==> src/design/panel_params.svh <==
`ifndef PANEL_PARAMS_SVH
`define PANEL_PARAMS_SVH

// panel geometry, 64 columns by 32 rows
`define ROW_BITS 5
`define COL_BITS 6

// pwm planes, plane 1 is the msb of the mask
`define BRIGHT_LEVELS 6

// row, column and one byte select per pixel half
`define RAM_ADDR_BITS (`ROW_BITS + `COL_BITS + 1)

`endif

==> src/design/panel_pkg.sv <==
`include "panel_params.svh"

package panel_pkg;

    // one bit per brightness plane
    typedef logic [`BRIGHT_LEVELS-1:0] brightness_t;

    // frame memory address, msb first
    typedef struct packed {
        logic [`ROW_BITS-1:0] row;
        logic [`COL_BITS-1:0] col;
        logic                 byte_sel;
    } ram_addr_t;

    typedef struct packed {
        ram_addr_t  addr;
        logic [7:0] data;
    } ram_write_t;

endpackage

==> src/design/cmd_pkg.sv <==
`include "panel_params.svh"

package cmd_pkg;

    import panel_pkg::*;

    typedef enum logic [2:0] {
        set_channel,
        clear_channel,
        toggle_plane,
        all_off,
        all_on,
        load_mask
    } settings_op_e;

    // channel is 0 for red, 1 for green, 2 for blue
    typedef struct packed {
        settings_op_e op;
        logic [1:0]   channel;
        logic [2:0]   plane;
        brightness_t  mask;
    } settings_cmd_t;

    typedef enum logic {
        blank,
        pixel
    } write_op_e;

    // row, col and data only matter for pixel writes
    typedef struct packed {
        write_op_e            op;
        logic [`ROW_BITS-1:0] row;
        logic [`COL_BITS-1:0] col;
        logic [15:0]          data;
    } write_cmd_t;

endpackage

==> src/design/cmd_decoder.sv <==
`include "panel_params.svh"

module cmd_decoder
    import panel_pkg::*, cmd_pkg::*;
(
    input  logic          clk_in,
    input  logic          reset,
    input  logic [7:0]    rx_byte,
    input  logic          rx_valid,
    output logic          rx_ready,
    output settings_cmd_t settings_cmd,
    output logic          settings_valid,
    output write_cmd_t    write_cmd,
    output logic          write_valid,
    input  logic          write_ready,
    output logic          collecting
);

    typedef enum logic [1:0] {
        st_idle,
        st_mask_arg,
        st_pixel_arg
    } dec_state_e;

    dec_state_e   state;
    logic [1:0]   arg_cnt;
    logic         take;
    logic         byte_is_setting;
    settings_op_e byte_op;
    logic [1:0]   byte_chan;

    // stall only while a write command waits for the writer
    assign rx_ready = !write_valid || write_ready;
    assign take = rx_valid && rx_ready;
    assign collecting = (state != st_idle) || write_valid;

    // single byte opcodes
    always_comb begin
        byte_is_setting = 1'b1;
        byte_op = set_channel;
        case (rx_byte)
            "R", "G", "B": byte_op = set_channel;
            "r", "g", "b": byte_op = clear_channel;
            "1", "2", "3", "4", "5", "6": byte_op = toggle_plane;
            "0": byte_op = all_off;
            "9": byte_op = all_on;
            default: byte_is_setting = 1'b0;
        endcase
    end

    // fold case, R maps to channel 0
    always_comb begin
        case (rx_byte | 8'h20)
            "g": byte_chan = 2'd1;
            "b": byte_chan = 2'd2;
            default: byte_chan = 2'd0;
        endcase
    end

    always_ff @(posedge clk_in or posedge reset) begin
        if (reset) begin
            state <= st_idle;
            arg_cnt <= 2'd0;
            settings_valid <= 1'b0;
            write_valid <= 1'b0;
        end else begin
            settings_valid <= 1'b0;
            if (write_valid && write_ready) begin
                write_valid <= 1'b0;
            end
            if (take) begin
                case (state)
                    st_idle: begin
                        if (byte_is_setting) begin
                            settings_valid <= 1'b1;
                        end else if (rx_byte == "T") begin
                            state <= st_mask_arg;
                        end else if (rx_byte == "P") begin
                            state <= st_pixel_arg;
                            arg_cnt <= 2'd0;
                        end else if (rx_byte == "Z") begin
                            write_valid <= 1'b1;
                        end
                    end
                    st_mask_arg: begin
                        settings_valid <= 1'b1;
                        state <= st_idle;
                    end
                    default: begin
                        arg_cnt <= arg_cnt + 2'd1;
                        // row, col, high byte, low byte
                        if (arg_cnt == 2'd3) begin
                            write_valid <= 1'b1;
                            state <= st_idle;
                        end
                    end
                endcase
            end
        end
    end

    // command payload, filled in place as bytes arrive
    always_ff @(posedge clk_in) begin
        if (take) begin
            case (state)
                st_idle: begin
                    settings_cmd <= '{op: byte_op, channel: byte_chan,
                                      plane: rx_byte[2:0], mask: '0};
                    if (rx_byte == "Z") begin
                        write_cmd.op <= blank;
                    end
                end
                st_mask_arg: begin
                    settings_cmd.op <= load_mask;
                    settings_cmd.mask <= brightness_t'(rx_byte[`BRIGHT_LEVELS-1:0]);
                end
                default: begin
                    case (arg_cnt)
                        2'd0: write_cmd.row <= rx_byte[`ROW_BITS-1:0];
                        2'd1: write_cmd.col <= rx_byte[`COL_BITS-1:0];
                        2'd2: write_cmd.data[15:8] <= rx_byte;
                        default: begin
                            write_cmd.data[7:0] <= rx_byte;
                            write_cmd.op <= pixel;
                        end
                    endcase
                end
            endcase
        end
    end

    // a write can only be pending when no byte was taken for settings
    settings_write_exclusive: assert property (
        @(posedge clk_in) disable iff (reset) !(settings_valid && write_valid)
    );

endmodule

==> src/design/display_settings.sv <==
`include "panel_params.svh"

module display_settings
    import panel_pkg::*, cmd_pkg::*;
(
    input  logic          clk_in,
    input  logic          reset,
    input  settings_cmd_t settings_cmd,
    input  logic          settings_valid,
    output logic [2:0]    rgb_enable,
    output brightness_t   brightness
);

    brightness_t plane_bit;

    // plane 1 is the top bit of the mask
    assign plane_bit = brightness_t'(1) << (`BRIGHT_LEVELS - settings_cmd.plane);

    always_ff @(posedge clk_in or posedge reset) begin
        if (reset) begin
            rgb_enable <= 3'b111;
            brightness <= '1;
        end else if (settings_valid) begin
            case (settings_cmd.op)
                set_channel: begin
                    rgb_enable[settings_cmd.channel] <= 1'b1;
                end
                clear_channel: begin
                    rgb_enable[settings_cmd.channel] <= 1'b0;
                end
                toggle_plane: begin
                    brightness <= brightness ^ plane_bit;
                end
                all_off: begin
                    brightness <= '0;
                end
                all_on: begin
                    brightness <= '1;
                end
                load_mask: begin
                    brightness <= settings_cmd.mask;
                end
                default: begin
                end
            endcase
        end
    end

endmodule

==> src/design/frame_writer.sv <==
`include "panel_params.svh"

module frame_writer
    import panel_pkg::*, cmd_pkg::*;
(
    input  logic       clk_in,
    input  logic       reset,
    input  write_cmd_t write_cmd,
    input  logic       write_valid,
    output logic       write_ready,
    output ram_write_t ram_wr,
    output logic       ram_wr_valid,
    input  logic       ram_wr_ready
);

    typedef enum logic [1:0] {
        st_idle,
        st_blank,
        st_pixel
    } wr_state_e;

    wr_state_e                 state;
    logic [`RAM_ADDR_BITS-1:0] sweep_cnt;
    logic                      px_low;
    logic [`ROW_BITS-1:0]      px_row;
    logic [`COL_BITS-1:0]      px_col;
    logic [15:0]               px_data;
    logic                      wr_done;
    logic                      sweep_last;

    // panel wiring: column reversed, byte k lands at select ~k
    function automatic ram_addr_t map_addr(
        input logic [`ROW_BITS-1:0] row,
        input logic [`COL_BITS-1:0] col,
        input logic                 k
    );
        ram_addr_t a;
        a.row = row;
        a.col = ~col;
        a.byte_sel = ~k;
        return a;
    endfunction

    assign write_ready = (state == st_idle);
    assign wr_done = ram_wr_valid && ram_wr_ready;
    assign sweep_last = (sweep_cnt == {`RAM_ADDR_BITS{1'b1}});

    always_ff @(posedge clk_in or posedge reset) begin
        if (reset) begin
            state <= st_idle;
            sweep_cnt <= '0;
            px_low <= 1'b0;
            ram_wr_valid <= 1'b0;
        end else begin
            case (state)
                st_idle: begin
                    if (write_valid) begin
                        ram_wr_valid <= 1'b1;
                        sweep_cnt <= '0;
                        px_low <= 1'b0;
                        state <= (write_cmd.op == blank) ? st_blank : st_pixel;
                    end
                end
                st_blank: begin
                    if (wr_done) begin
                        if (sweep_last) begin
                            ram_wr_valid <= 1'b0;
                            state <= st_idle;
                        end else begin
                            sweep_cnt <= sweep_cnt + 1'b1;
                        end
                    end
                end
                default: begin
                    // high byte, then low byte
                    if (wr_done) begin
                        if (px_low) begin
                            ram_wr_valid <= 1'b0;
                            state <= st_idle;
                        end else begin
                            px_low <= 1'b1;
                        end
                    end
                end
            endcase
        end
    end

    always_ff @(posedge clk_in) begin
        if (write_valid && write_ready) begin
            px_row <= write_cmd.row;
            px_col <= write_cmd.col;
            px_data <= write_cmd.data;
        end
    end

    // sweep position decoded so that the memory address counts up
    always_comb begin
        if (state == st_blank) begin
            ram_wr.addr = map_addr(sweep_cnt[`RAM_ADDR_BITS-1 -: `ROW_BITS],
                                   ~sweep_cnt[`COL_BITS:1], ~sweep_cnt[0]);
            ram_wr.data = 8'h00;
        end else begin
            ram_wr.addr = map_addr(px_row, px_col, px_low);
            ram_wr.data = px_low ? px_data[7:0] : px_data[15:8];
        end
    end

    ram_wr_stable: assert property (
        @(posedge clk_in) disable iff (reset)
        ram_wr_valid && !ram_wr_ready |=> ram_wr_valid && $stable(ram_wr)
    );

endmodule

==> src/design/led_ctrl_top.sv <==
module led_ctrl_top
    import panel_pkg::*, cmd_pkg::*;
(
    input  logic        clk_in,
    input  logic        reset,
    input  logic [7:0]  rx_byte,
    input  logic        rx_valid,
    output logic        rx_ready,
    output logic [2:0]  rgb_enable,
    output brightness_t brightness,
    output ram_write_t  ram_wr,
    output logic        ram_wr_valid,
    input  logic        ram_wr_ready,
    output logic        busy
);

    settings_cmd_t settings_cmd;
    logic          settings_valid;
    write_cmd_t    write_cmd;
    logic          write_valid;
    logic          write_ready;
    logic          collecting;

    assign busy = collecting || !write_ready;

    cmd_decoder i_cmd_decoder (
        .clk_in         (clk_in),
        .reset          (reset),
        .rx_byte        (rx_byte),
        .rx_valid       (rx_valid),
        .rx_ready       (rx_ready),
        .settings_cmd   (settings_cmd),
        .settings_valid (settings_valid),
        .write_cmd      (write_cmd),
        .write_valid    (write_valid),
        .write_ready    (write_ready),
        .collecting     (collecting)
    );

    display_settings i_display_settings (
        .clk_in         (clk_in),
        .reset          (reset),
        .settings_cmd   (settings_cmd),
        .settings_valid (settings_valid),
        .rgb_enable     (rgb_enable),
        .brightness     (brightness)
    );

    frame_writer i_frame_writer (
        .clk_in       (clk_in),
        .reset        (reset),
        .write_cmd    (write_cmd),
        .write_valid  (write_valid),
        .write_ready  (write_ready),
        .ram_wr       (ram_wr),
        .ram_wr_valid (ram_wr_valid),
        .ram_wr_ready (ram_wr_ready)
    );

endmodule

==> config.mk <==
export PLATFORM = sky130hd
export DESIGN_NAME = led_ctrl_top
export DESIGN_NICKNAME = d
export VERILOG_FILES = /design/src/design/panel_pkg.sv /design/src/design/cmd_pkg.sv /design/src/design/cmd_decoder.sv /design/src/design/display_settings.sv /design/src/design/frame_writer.sv /design/src/design/led_ctrl_top.sv
export VERILOG_INCLUDE_DIRS = /design/src /design/src/design
export SDC_FILE = /design/constraint.sdc
export NUM_CORES = 1
export LEC_CHECK = 0
export BUFFER_PORTS_ARGS = -buffer_cell sky130_fd_sc_hd__buf_2
export CAP_MARGIN = 20
export CORE_UTILIZATION = 52
export DETAILED_ROUTE_END_ITERATION = 12
export HOLD_SLACK_MARGIN = 0.1
export MAX_ROUTING_LAYER = met4
export PLACE_DENSITY = 0.73
export SYNTH_ARGS = -nofsm -noshare
export SYNTH_HDL_FRONTEND = slang
export SYNTH_SLANG_ARGS = --single-unit
==> constraint.sdc <==
create_clock -name clk_in -period 2.7 [get_ports clk_in]
set_input_delay 0.135 -clock clk_in [delete_from_list [all_inputs] [get_ports clk_in]]
set_output_delay 0.135 -clock clk_in [all_outputs]
set_load 0.03 [all_outputs]
Word level (Yosys, flattened, before mapping) --
Index checks and enable logic that the tools add are counted.
Word-level totals: logic and storage cells 174, input bits 12, register bits 100, output and inout bits 32
Operators by class: shift operators 1, multiplexer cells 54, equality and inequality tests 40, $lt $le $gt $ge 2, add/sub/neg operators 3, bitwise operators 12, reductions and logical operators 40
Operator list (count):
- $eq A8 B7 Y1 const B | 9
- $eq A8 B6 Y1 const B | 8
- $mux W12 | 3
- $shl A1 B32 Y6 const A | 1
- $mux W2 | 13
- $pmux W12 S2 | 1
- $pmux W6 S4 | 1
- $mux W1 | 20
- $mux W20 | 1
- $not A6 Y6 | 3
- $pmux W2 S2 | 4
- $reduce_and A3 Y1 | 5
- $eq A7 B6 Y1 const B | 2
- $reduce_or A14 Y1 | 1
- $add A12 B1 Y12 const B | 1
- $eq A12 B12 Y1 const B | 1
- $ne A2 B1 Y1 const B | 6
- $pmux W3 S2 | 2
- $pmux W3 S4 | 1
- $pmux W6 S2 | 1
- $reduce_and A4 Y1 | 3
- $pmux W1 S2 | 5
- $reduce_and A5 Y1 | 2
- $reduce_bool A2 Y1 | 5
- other kinds (29) | 53

Longest topological paths before layout --
Gate-level depths: netlist of run 1.
depth after elaboration 9, mapped depth 6, depth with buffers taken out 5

By module --
Synthesis of run 1 repeated with hierarchy kept, for this count alone.
Second synthesis, totals: cells, all modules 395, area, all modules 4714.5 µm²
Modules (own cells, without submodules):
- frame_writer | cells an instance 177, area each 1993.2 µm², times used 1, sequential area each 1211.2 µm²
- cmd_decoder | cells an instance 127, area each 1918.1 µm², times used 1, sequential area each 1411.4 µm²
- display_settings | cells an instance 90, area each 797.0 µm², times used 1, sequential area each 236.5 µm²
- led_ctrl_top | cells an instance 1, area each 6.3 µm², times used 1, sequential area each 0.0 µm²

Least setup slack after synthesis of run 1 --
Ideal clock, no wire load.
path kind register to register, start point register i_frame_writer.state[0], end point register i_frame_writer.sweep_cnt[10], setup time 120 ps, required time 2580 ps, path buffers 2, arrival 2256 ps, cell stages (with the launch flop) 7, clock period less this slack 2375 ps, setup slack 325 ps, cell sequence dfrtp_1 -> or3b_1 -> buf_6 -> clkinv_8 -> clkbuf_1 -> nor2_1 -> a31o_1
Between the ends: longest elaborated chain between the ends 3, elaborated cells between the ends (all ways) 8, classes of those cells eq/ne (4); mux (1); reduce/logical (3)
RTL lines:
- start: declaration | line frame_writer.sv:22 | wr_state_e state;
- start signal: assignment | line frame_writer.sv:50 | state <= st_idle;
- start signal: assignment | line frame_writer.sv:61 | state <= (write_cmd.op == blank) ? st_blank : st_pixel;
- start signal: assignment | line frame_writer.sv:68 | state <= st_idle;
- $eq A2 B1 Y1 or $logic_not A2 Y1 (tied branches) | line frame_writer.sv:55 | case (state)
- $ne A2 B2 Y1 (no line), or another cell as far along
- $reduce_and A4 Y1 (no line)
- end signal: assignment | line frame_writer.sv:70 | sweep_cnt <= sweep_cnt + 1'b1;
- end: declaration | line frame_writer.sv:23 | logic [`RAM_ADDR_BITS-1:0] sweep_cnt;
Several ways; a longest one is shown, not always the timed one. A chain may end at the register's enable or synchronous reset.

Worst setup path in the final report of run 1 --
start point register i_frame_writer.state[0], end point register i_frame_writer.sweep_cnt[7]
The elaborated chain is that of the path after synthesis.

==> results.toml, run 1 <==
[outcome]
status = "completed"

[routing]
drt-initial-drc-count = 194
drc = 0
ant_nets = 0
routed_via_density = 5.80
via_count = 3055
drt_first_pass_iters = 5
routed_wl_um = 8930
wl_per_cell_um = 16.9

[grt]
grt_overflow_total = 0
grt_first_pass_wirelength_um = 14100
grt_start_max_net_pins = 42
grt_pass1_vias = 2793
antenna_found_initial = 0
grt_usage_pct = 21.8

[clock_network]
numCtsBuffers = 9
clock_latency_ns = 0.36
root_buffer = "clkbuf_8"
post_cts_buffers = 0
cts_max_path_buffers = 2
clkTransAtPathRegs_ns = 0.10
cts_num_sinks = 100
cts_tree = "done"
htreeDepth = 3

[logic_synthesis]
synth_top_area_share_pct = 46.6
avgSynthCellArea_um2 = 12.2
synth_ff_type = "edfxtp_1"
synth_edf_count = 69
synthCells = 363
synth_warnings = 0
synth.net_count = 381
ys_seq_elements = 100
synth_area_leaders = "edfxtp_1 (47%), dfrtp_1 (12%), dfstp_2 (5.3%)"
synthArstFlopShare_pct = 31.0
netlist-cell-type-count = 54
synth_area_um2 = 4440
yosysSeqAreaShare_pct = 64.3
synth.largest_area_cell = "edfxtp_1"

[placed_design]
gp_congestion = 0.893
pre_cts_slack_ns = 0.398
place_hpwl_um = 6060
io_buffers = 43

[critical_path]
crit_family = "simple AND/OR/NAND/NOR gates"
cp_cell_sequence = "or3b_1, clkinv_8, o2111ai_4, or4_1, a21oi_1"
path_buf_inv = 1
cp_max_fo = 41
cp_slowest_cell = "or3b_1"
cp.depth = 5
critPathRequiredTime_ns = 2.98
reg2reg_depth = 5
max_stage_delay_ns = 0.61
endpoint_kind = "flip-flop"
cp-start-kind = "flip-flop"
critical_path_class = "flip-flop to flip-flop"
arrival_ns = 2.60

[cells_and_area]
final_common_cell = "edfxtp_1"
fin_nets = 435
final_cell_mix = "edfxtp_1 (69), buf_2 (43), nor2_1 (29)"
post-route-util_pct = 61.2
n_antenna_cell = 0
syn2layout_area_growth_pct = 13.8
drive_gt1_share_pct = 18.7

[timing]
hold_violations = 0
fin_crit_sh_pct = 86.0
period_minus_slack_ns = 2.32
clock_skew_ns = 0.0113
slew_headroom_pct = 40.1
rsz0062_at_grt = "false"
fmax_mhz = 430
tns_ns = 0
slew_violations = 0
tightest_slew_ns = 0.890
setup_viol = 0
fin_ws_ns = 0.377

[min_path]
hold_path_depth = 1
hp-class = "input port to flip-flop"

[pwr]
power.density_nw_per_um2 = 527
power.leakage_nw = 1.92
ir_drop_uv = 254

[floorplanning]
row_count = 33
die_h_um = 94.5
dieArea_um2 = 8920
die_w_um = 94.5
core_um2 = 8260
io_pins = 44
initial_core_util_pct = 53.8

[job]
drv_cap = 0
==> per-layer routing <==
layer,global-route usage [%],up-vias,part of all wire (%)
li1,-,1461,-
met1,29.9,1482,45
met2,32.5,100,48
met3,4.51,12,6.0
met4,7.45,0,1.4
met5,-,-,0
==> area by class of cell <==
cell class / count / area [um^2]
fillers: 682 / 3200
repair buffers: 54 / 333
flip-flops and latches: 100 / 2860
multi-input cells: 236 / 1460
inverters: 16 / 72.6
clock inverters: 6 / 70.1
clock buffers: 10 / 128
well taps: 105 / 131
==> stage by stage <==
stage,std cells,hold WS [ns],total power [mW],instance area [um^2]
after detailed placement,503,0.378,1.71,4760
after floorplan,363,0.232,1.68,4440
after global placement,503,0.375,1.71,4760
after CTS,525,0.133,2.67,5020
after global routing,527,0.124,2.75,5060
final,527,0.151,2.66,5060
==> cell families after synthesis <==
group,Yosys count,share of synthesized area (%)
AO/OA/AOI/OAI,83,12.4
adder cells (fa/ha/maj),6,1.69
flip-flops,100,64.3
buffers and inverters,27,2.76
XOR/XNOR,1,0.197
multiplexers,11,2.53
AND/OR/NAND/NOR,135,16.1
==> power breakdown <==
part	switching (mW)	total, mW	internal [mW]
clock	0.532	0.971	0.440
combinational	0.0391	0.0609	0.0218
sequential	0	1.63	1.63
total	0.571	2.66	2.09
==> final timing paths <==
path,slack [ns],from,endpoint
setup / recovery,0.38,i_frame_writer.state[0],i_frame_writer.sweep_cnt[7]
hold / removal,0.15,rx_byte[3],i_cmd_decoder.write_cmd[11]
setup reg to reg,0.38,i_frame_writer.state[0],i_frame_writer.sweep_cnt[7]
hold reg to reg,0.43,i_cmd_decoder.write_cmd[25],i_frame_writer.px_row[3]
max in group asynchronous,1.74,reset,i_display_settings.brightness[0]
min in group asynchronous,0.27,reset,i_frame_writer.sweep_cnt[11]
==> synthesized netlist by cell type, drive strengths merged (3+ instances only) <==
cell,number
a21oi,27
a31oi,6
and2,9
clkbuf,9
dfrtp,22
dfstp,9
edfxtp,69
ha,6
inv,15
mux2i,9
nand2,28
nand2b,9
nand3,8
nand4,3
nor2,29
nor2b,13
nor3,7
nor3b,3
nor4,6
o211ai,5
o21ai,14
o22ai,4
o31ai,4
o32a,3
or2,3
or3,3
or4,6
==> worst register-to-register path: cells and delay by family (launching register included) <==
kind                   cells  cell delay (ns)
buffers and inverters      1             0.27
flip-flops                 1             0.46
AO/OA/AOI/OAI              2             0.41
AND/OR/NAND/NOR            2             1.12
==> timing repair <==
action | CTS | global route
hold buffers | 6 | 0
endpoints found under the hold margin | 31 | 0
resized for setup | 0 | 0
==> flip-flops by register name, summed over array words and instances, names as in the netlist, named ones only <==
name	flops
i_cmd_decoder.arg_cnt	2
i_cmd_decoder.settings_cmd	14
i_cmd_decoder.settings_valid	1
i_cmd_decoder.state	2
i_cmd_decoder.write_cmd	28
i_cmd_decoder.write_valid	1
i_display_settings.brightness	6
i_frame_writer.px_col	6
i_frame_writer.px_data	16
i_frame_writer.px_low	1
i_frame_writer.px_row	5
i_frame_writer.ram_wr_valid	1
i_frame_writer.state	2
i_frame_writer.sweep_cnt	12
Note: power is estimated with default switching activity, not from simulation.
==> run 2, diff against run 1 <==
--- a/config.mk
+++ b/config.mk
@@ -13,6 +13,7 @@
 export HOLD_SLACK_MARGIN = 0.1
 export MAX_ROUTING_LAYER = met4
 export PLACE_DENSITY = 0.73
+export RECOVER_POWER = 100
 export SYNTH_ARGS = -nofsm -noshare
 export SYNTH_HDL_FRONTEND = slang
 export SYNTH_SLANG_ARGS = --single-unit
==> constraint.sdc (replaced) <==
create_clock -name clk_in -period 2.3 [get_ports clk_in]
set_input_delay 0.115 -clock clk_in [delete_from_list [all_inputs] [get_ports clk_in]]
set_output_delay 0.115 -clock clk_in [all_outputs]
set_load 0.03 [all_outputs]
==> run 2 against run 1 <==
Effect of this change: count of clock-buffer cells in the layout fell by 1; die area did not move; clock power rose by 15%; largest cell class unchanged.
==> results.toml, run 2 (synthesis gave the netlist of run 1 again) <==
[outcome]
status = "completed"

[critical_path]
cp_cell_sequence = "ha_1, nand4_1, nor4_1, clkbuf_1, o21ai_0, a21oi_1"
reg2reg_depth = 6
path_buf_inv = 1
crit_family = "simple AND/OR/NAND/NOR gates"
critical_path_class = "flip-flop to flip-flop"
cp_slowest_cell = "dfrtp_1"
critPathRequiredTime_ns = 2.58
arrival_ns = 2.45
cp-start-kind = "flip-flop"
cp.depth = 6
cp_max_fo = 10
endpoint_kind = "flip-flop"
max_stage_delay_ns = 0.47

[timing]
fmax_mhz = 460
setup_viol = 0
clock_skew_ns = 0.00859
fin_crit_sh_pct = 94.4
period_minus_slack_ns = 2.17
slew_headroom_pct = 30.1
slew_violations = 0
rsz0062_at_grt = "false"
tightest_slew_ns = 1.04
hold_violations = 0
tns_ns = 0

[placed_design]
place_hpwl_um = 6310
gp_congestion = 0.843
io_buffers = 43

[pwr]
power_frac_comb_pct = 2.1
swShare_pct = 21.1
total_power_mw = 3.10
clkPwrFrac_pct = 36.1
p_switching_mw = 0.655
power.leakage_nw = 1.80
power.density_nw_per_um2 = 619
seq_power_share_pct = 61.8
internal-power_mw = 2.44
ir_drop_uv = 297

[floorplanning]
row_count = 33
initial_core_util_pct = 53.8
dieArea_um2 = 8920
core_um2 = 8260
die_w_um = 94.5
die_h_um = 94.5
io_pins = 44

[grt]
antenna_found_initial = 0
grt_first_pass_wirelength_um = 14900
grt_usage_pct = 23.2
grt_overflow_total = 0
grt_start_max_net_pins = 32
grt_pass1_vias = 2983

[routing]
via_count = 3103
ant_nets = 0
wl_per_cell_um = 17.8
routed_wl_um = 9450
routed_via_density = 5.84
drt_first_pass_iters = 5
drt-initial-drc-count = 170
drc = 0

[cells_and_area]
final_common_cell = "edfxtp_1"
largest_register_ffs = 28
fin_nets = 439
reg_top3 = "i_cmd_decoder.write_cmd x28, i_frame_writer.px_data x16, i_cmd_decoder.settings_cmd x14"
regMostFlops = "i_cmd_decoder.write_cmd"
drive_gt1_share_pct = 11.7
final_cell_mix = "edfxtp_1 (69), clkbuf_1 (33), nor2_1 (29)"
n_antenna_cell = 0
syn2layout_area_growth_pct = 12.6

[min_path]
hp-class = "input port to flip-flop"
hold_path_depth = 1

[clock_network]
numCtsBuffers = 9
cts_max_path_buffers = 2
cts_tree = "done"
htreeDepth = 3
cts.repair.resized = 0
clkTransAtPathRegs_ns = 0.10
cts_num_sinks = 100
root_buffer = "clkbuf_8"
clock_latency_ns = 0.36

[job]
drv_cap = 0
==> run 2: cell types whose count changed in the layout (fill, tap and decap cells not counted), sizes merged <==
cell    change
clkbuf     +44
buf        -41
clkinv      +2
inv         -1
==> run 2: what timing repair did <==
item                                   CTS  global route
setup buffers                            0             0
endpoints found under the hold margin   32             0
hold buffers                             6             0
==> run 2: per-layer routing <==
metal	share of wire [%]	track usage, %	routed length [um]
met4	1.3	8.71	126
met5	0	-	0
met1	44	29.9	4140
met2	49	37.1	4650
met3	5.6	3.78	528
==> run 2: path summary, 6_finish.rpt <==
kind	startpoint	end	slack, ns
worst min-delay path	rx_byte[3]	i_cmd_decoder.write_cmd[3]	0.25
max in group asynchronous	reset	i_cmd_decoder.settings_valid	1.25
worst max register to register	i_frame_writer.sweep_cnt[1]	i_frame_writer.sweep_cnt[3]	0.13
worst max-delay path	i_frame_writer.sweep_cnt[1]	i_frame_writer.sweep_cnt[3]	0.13
min in group asynchronous	reset	i_frame_writer.sweep_cnt[4]	0.54
worst min register to register	i_cmd_decoder.write_cmd[21]	i_frame_writer.px_col[5]	0.42
==> run 2: area by class of cell <==
type                       instances  area [um^2]
inverter                          16         72.6
multi-input combinational        236         1460
fill                             675         3250
tap                              105          131
clock inverter                     7         73.8
timing repair buffer              58          282
clock buffer                       9          124
sequential                       100         2860
==> run 2: power by group through the flow <==
stage	Sequential (mW)	Clock, mW	Combinational (mW)
global route	1.91	1.21	0.0701
global placement	1.95	0	0.0575
detailed placement	1.95	0	0.0587
floorplan	1.95	0	0.0232
finish	1.91	1.12	0.0637
CTS	1.91	1.14	0.0673
==> run 2: per-stage QoR <==
step / hold slack (ns) / instance area [um^2] / cells / worst slack [ns] / utilization, %
floorplan: 0.212 / 4450 / 363 / 0.215 / -
global placement: 0.219 / 4810 / 509 / 0.282 / 58.2
detailed placement: 0.226 / 4810 / 509 / 0.204 / 58.2
CTS: 0.105 / 5070 / 531 / 0.195 / 61.3
global route: 0.242 / 5000 / 531 / 0.0297 / 60.6
finish: 0.248 / 5000 / 531 / 0.128 / 60.6
==> run 3, diff against run 2 <==
--- a/config.mk
+++ b/config.mk
@@ -8,6 +8,7 @@
 export LEC_CHECK = 0
 export BUFFER_PORTS_ARGS = -buffer_cell sky130_fd_sc_hd__buf_2
 export CAP_MARGIN = 20
+export CORE_ASPECT_RATIO = 0.75
 export CORE_UTILIZATION = 52
 export DETAILED_ROUTE_END_ITERATION = 12
 export HOLD_SLACK_MARGIN = 0.1
==> run 3 against run 2 <==
Effect of this change: combinational power increased by 2%; flip-flop and latch count unchanged; critical path depth decreased by 3; first-iteration DRC count increased by 59%; clock power increased by 33%; worst hold slack improved by 0.044 ns; clock skew about the same; sequential share of layout area decreased by 1.2 points; critical path type unchanged; critical endpoint is now i_cmd_decoder.write_cmd[18].
==> results.toml, run 3 (synthesis gave the netlist of run 1 again) <==
[routing]
via_count = 3053
drc = 0
drt-initial-drc-count = 270
wl_per_cell_um = 17.1
drt_first_pass_iters = 4
ant_nets = 0
routed_wl_um = 9110
routed_via_density = 5.73

[cells_and_area]
n_antenna_cell = 0
drive_gt1_share_pct = 9.81
regMostFlops = "i_cmd_decoder.write_cmd"
syn2layout_area_growth_pct = 15.0
fin_area_um2 = 5110
seq_area_um2 = 2860
fillers = 624
final_cell_mix = "edfxtp_1 (69), clkbuf_1 (45), nor2_1 (29)"
reg_top3 = "i_cmd_decoder.write_cmd x28, i_frame_writer.px_data x16, i_cmd_decoder.settings_cmd x14"
fin_nets = 441
final_common_cell = "edfxtp_1"
multiInputGateArea_um2 = 1460
largest_register_ffs = 28

[pwr]
total_power_mw = 3.47
clkPwrFrac_pct = 42.9
power.density_nw_per_um2 = 678
power_frac_comb_pct = 1.9
p_switching_mw = 0.738
ir_drop_uv = 413
internal-power_mw = 2.73
seq_power_share_pct = 55.3
power.leakage_nw = 1.82
swShare_pct = 21.3

[floorplanning]
initial_core_util_pct = 54.9
core_um2 = 8090
dieArea_um2 = 8920
die_h_um = 82.1
row_count = 28
die_w_um = 109
io_pins = 44

[clock_network]
cts_max_path_buffers = 2
root_buffer = "clkbuf_16"
cts_tree = "done"
clock_latency_ns = 0.34
htreeDepth = 3
clkTransAtPathRegs_ns = 0.07
cts_num_sinks = 100
post_cts_buffers = 0
numCtsBuffers = 9

[grt]
grt_start_max_net_pins = 23
antenna_found_initial = 0
grt_usage_pct = 23.2
grt_overflow_total = 0
grt_pass1_vias = 2825
grt_first_pass_wirelength_um = 14600

[timing]
slew_violations = 0
fin_crit_sh_pct = 92.1
fmax_mhz = 472
hold_violations = 0
tns_ns = 0
clock_skew_ns = 0.00837
rsz0062_at_grt = "false"
period_minus_slack_ns = 2.12
slew_headroom_pct = 54.6
setup_viol = 0
tightest_slew_ns = 0.681

[placed_design]
placed_cell_area_um2 = 4820
io_buffers = 43
gp_congestion = 0.863
place_hpwl_um = 6420

[critical_path]
endpoint_kind = "flip-flop"
cp_max_fo = 9
arrival_ns = 2.09
critPathRequiredTime_ns = 2.28
reg2reg_depth = 3
critical_path_class = "flip-flop to flip-flop"
cp-start-kind = "flip-flop"

[min_path]
hold_path_depth = 1
hp-class = "input port to flip-flop"

[job]
drv_cap = 0

[outcome]
status = "completed"
run 3: cell count changes in the layout (fill, tap and decap cells not counted), sizes merged:
cell,change
clkbuf,+1
inv,+2
clkinv,-1
buf,+2
bufinv,-1
clkinvlp,-1
run 3: power groups by stage:
stage	combinational (mW)	clock, mW	sequential [mW]
after floorplan	0.0232	0	1.95
after global placement	0.0594	0	1.95
after detailed placement	0.0611	0	1.95
after CTS	0.0690	1.52	1.91
after global routing	0.0725	1.60	1.91
final	0.0647	1.49	1.92
run 3: layout make-up:
| cell class | count | area share [%] |
|---|---|---|
| Sequential cell | 100 | 55.9 |
| Multi-Input combinational cell | 236 | 28.6 |
| Timing Repair Buffer | 60 | 5.56 |
| Clock buffer | 10 | 4.68 |
| Tap cell | 105 | 2.57 |
| Inverter | 16 | 1.42 |
| Clock inverter | 6 | 1.22 |
run 3: worst paths after layout:
path	start	slack, ns	end
worst max register to register	i_frame_writer.state[1]	0.18	i_cmd_decoder.write_cmd[18]
worst max-delay path	i_frame_writer.state[1]	0.18	i_cmd_decoder.write_cmd[18]
max in group asynchronous	reset	0.95	i_frame_writer.sweep_cnt[8]
min in group asynchronous	reset	0.40	i_frame_writer.px_low
worst min-delay path	rx_byte[3]	0.29	i_cmd_decoder.write_cmd[3]
worst min register to register	i_cmd_decoder.write_cmd[8]	0.42	i_frame_writer.px_data[8]
run 3: timing repair:
action / 4_1_cts / 5_1_grt
endpoints found under the hold margin: 16 / 0
hold buffers: 6 / 0
resized for setup: 0 / 0
run 3: metal layers:
metal | GRT usage (%) | up-vias | wire length [um]
met5 | - | - | 0
met4 | 6.76 | 0 | 76
met3 | 5.79 | 8 | 524
met2 | 34.7 | 76 | 4070
met1 | 31.6 | 1491 | 4440
li1 | - | 1478 | -
run 3: worst max-delay path: stages, from the launching register on:
cell     delay [ns]
dfrtp_1        0.46
o21ai_1        0.45
and3_1         0.32
and2_0         0.52
run 3: stage by stage:
step / cells / setup slack, ns / util [%] / hold slack [ns]
floorplan: 363 / 0.215 / - / 0.212
global placement: 510 / 0.352 / 59.5 / 0.247
detailed placement: 510 / 0.287 / 59.5 / 0.241
CTS: 532 / 0.267 / 64.0 / 0.137
global route: 533 / 0.105 / 63.2 / 0.291
finish: 533 / 0.182 / 63.2 / 0.292
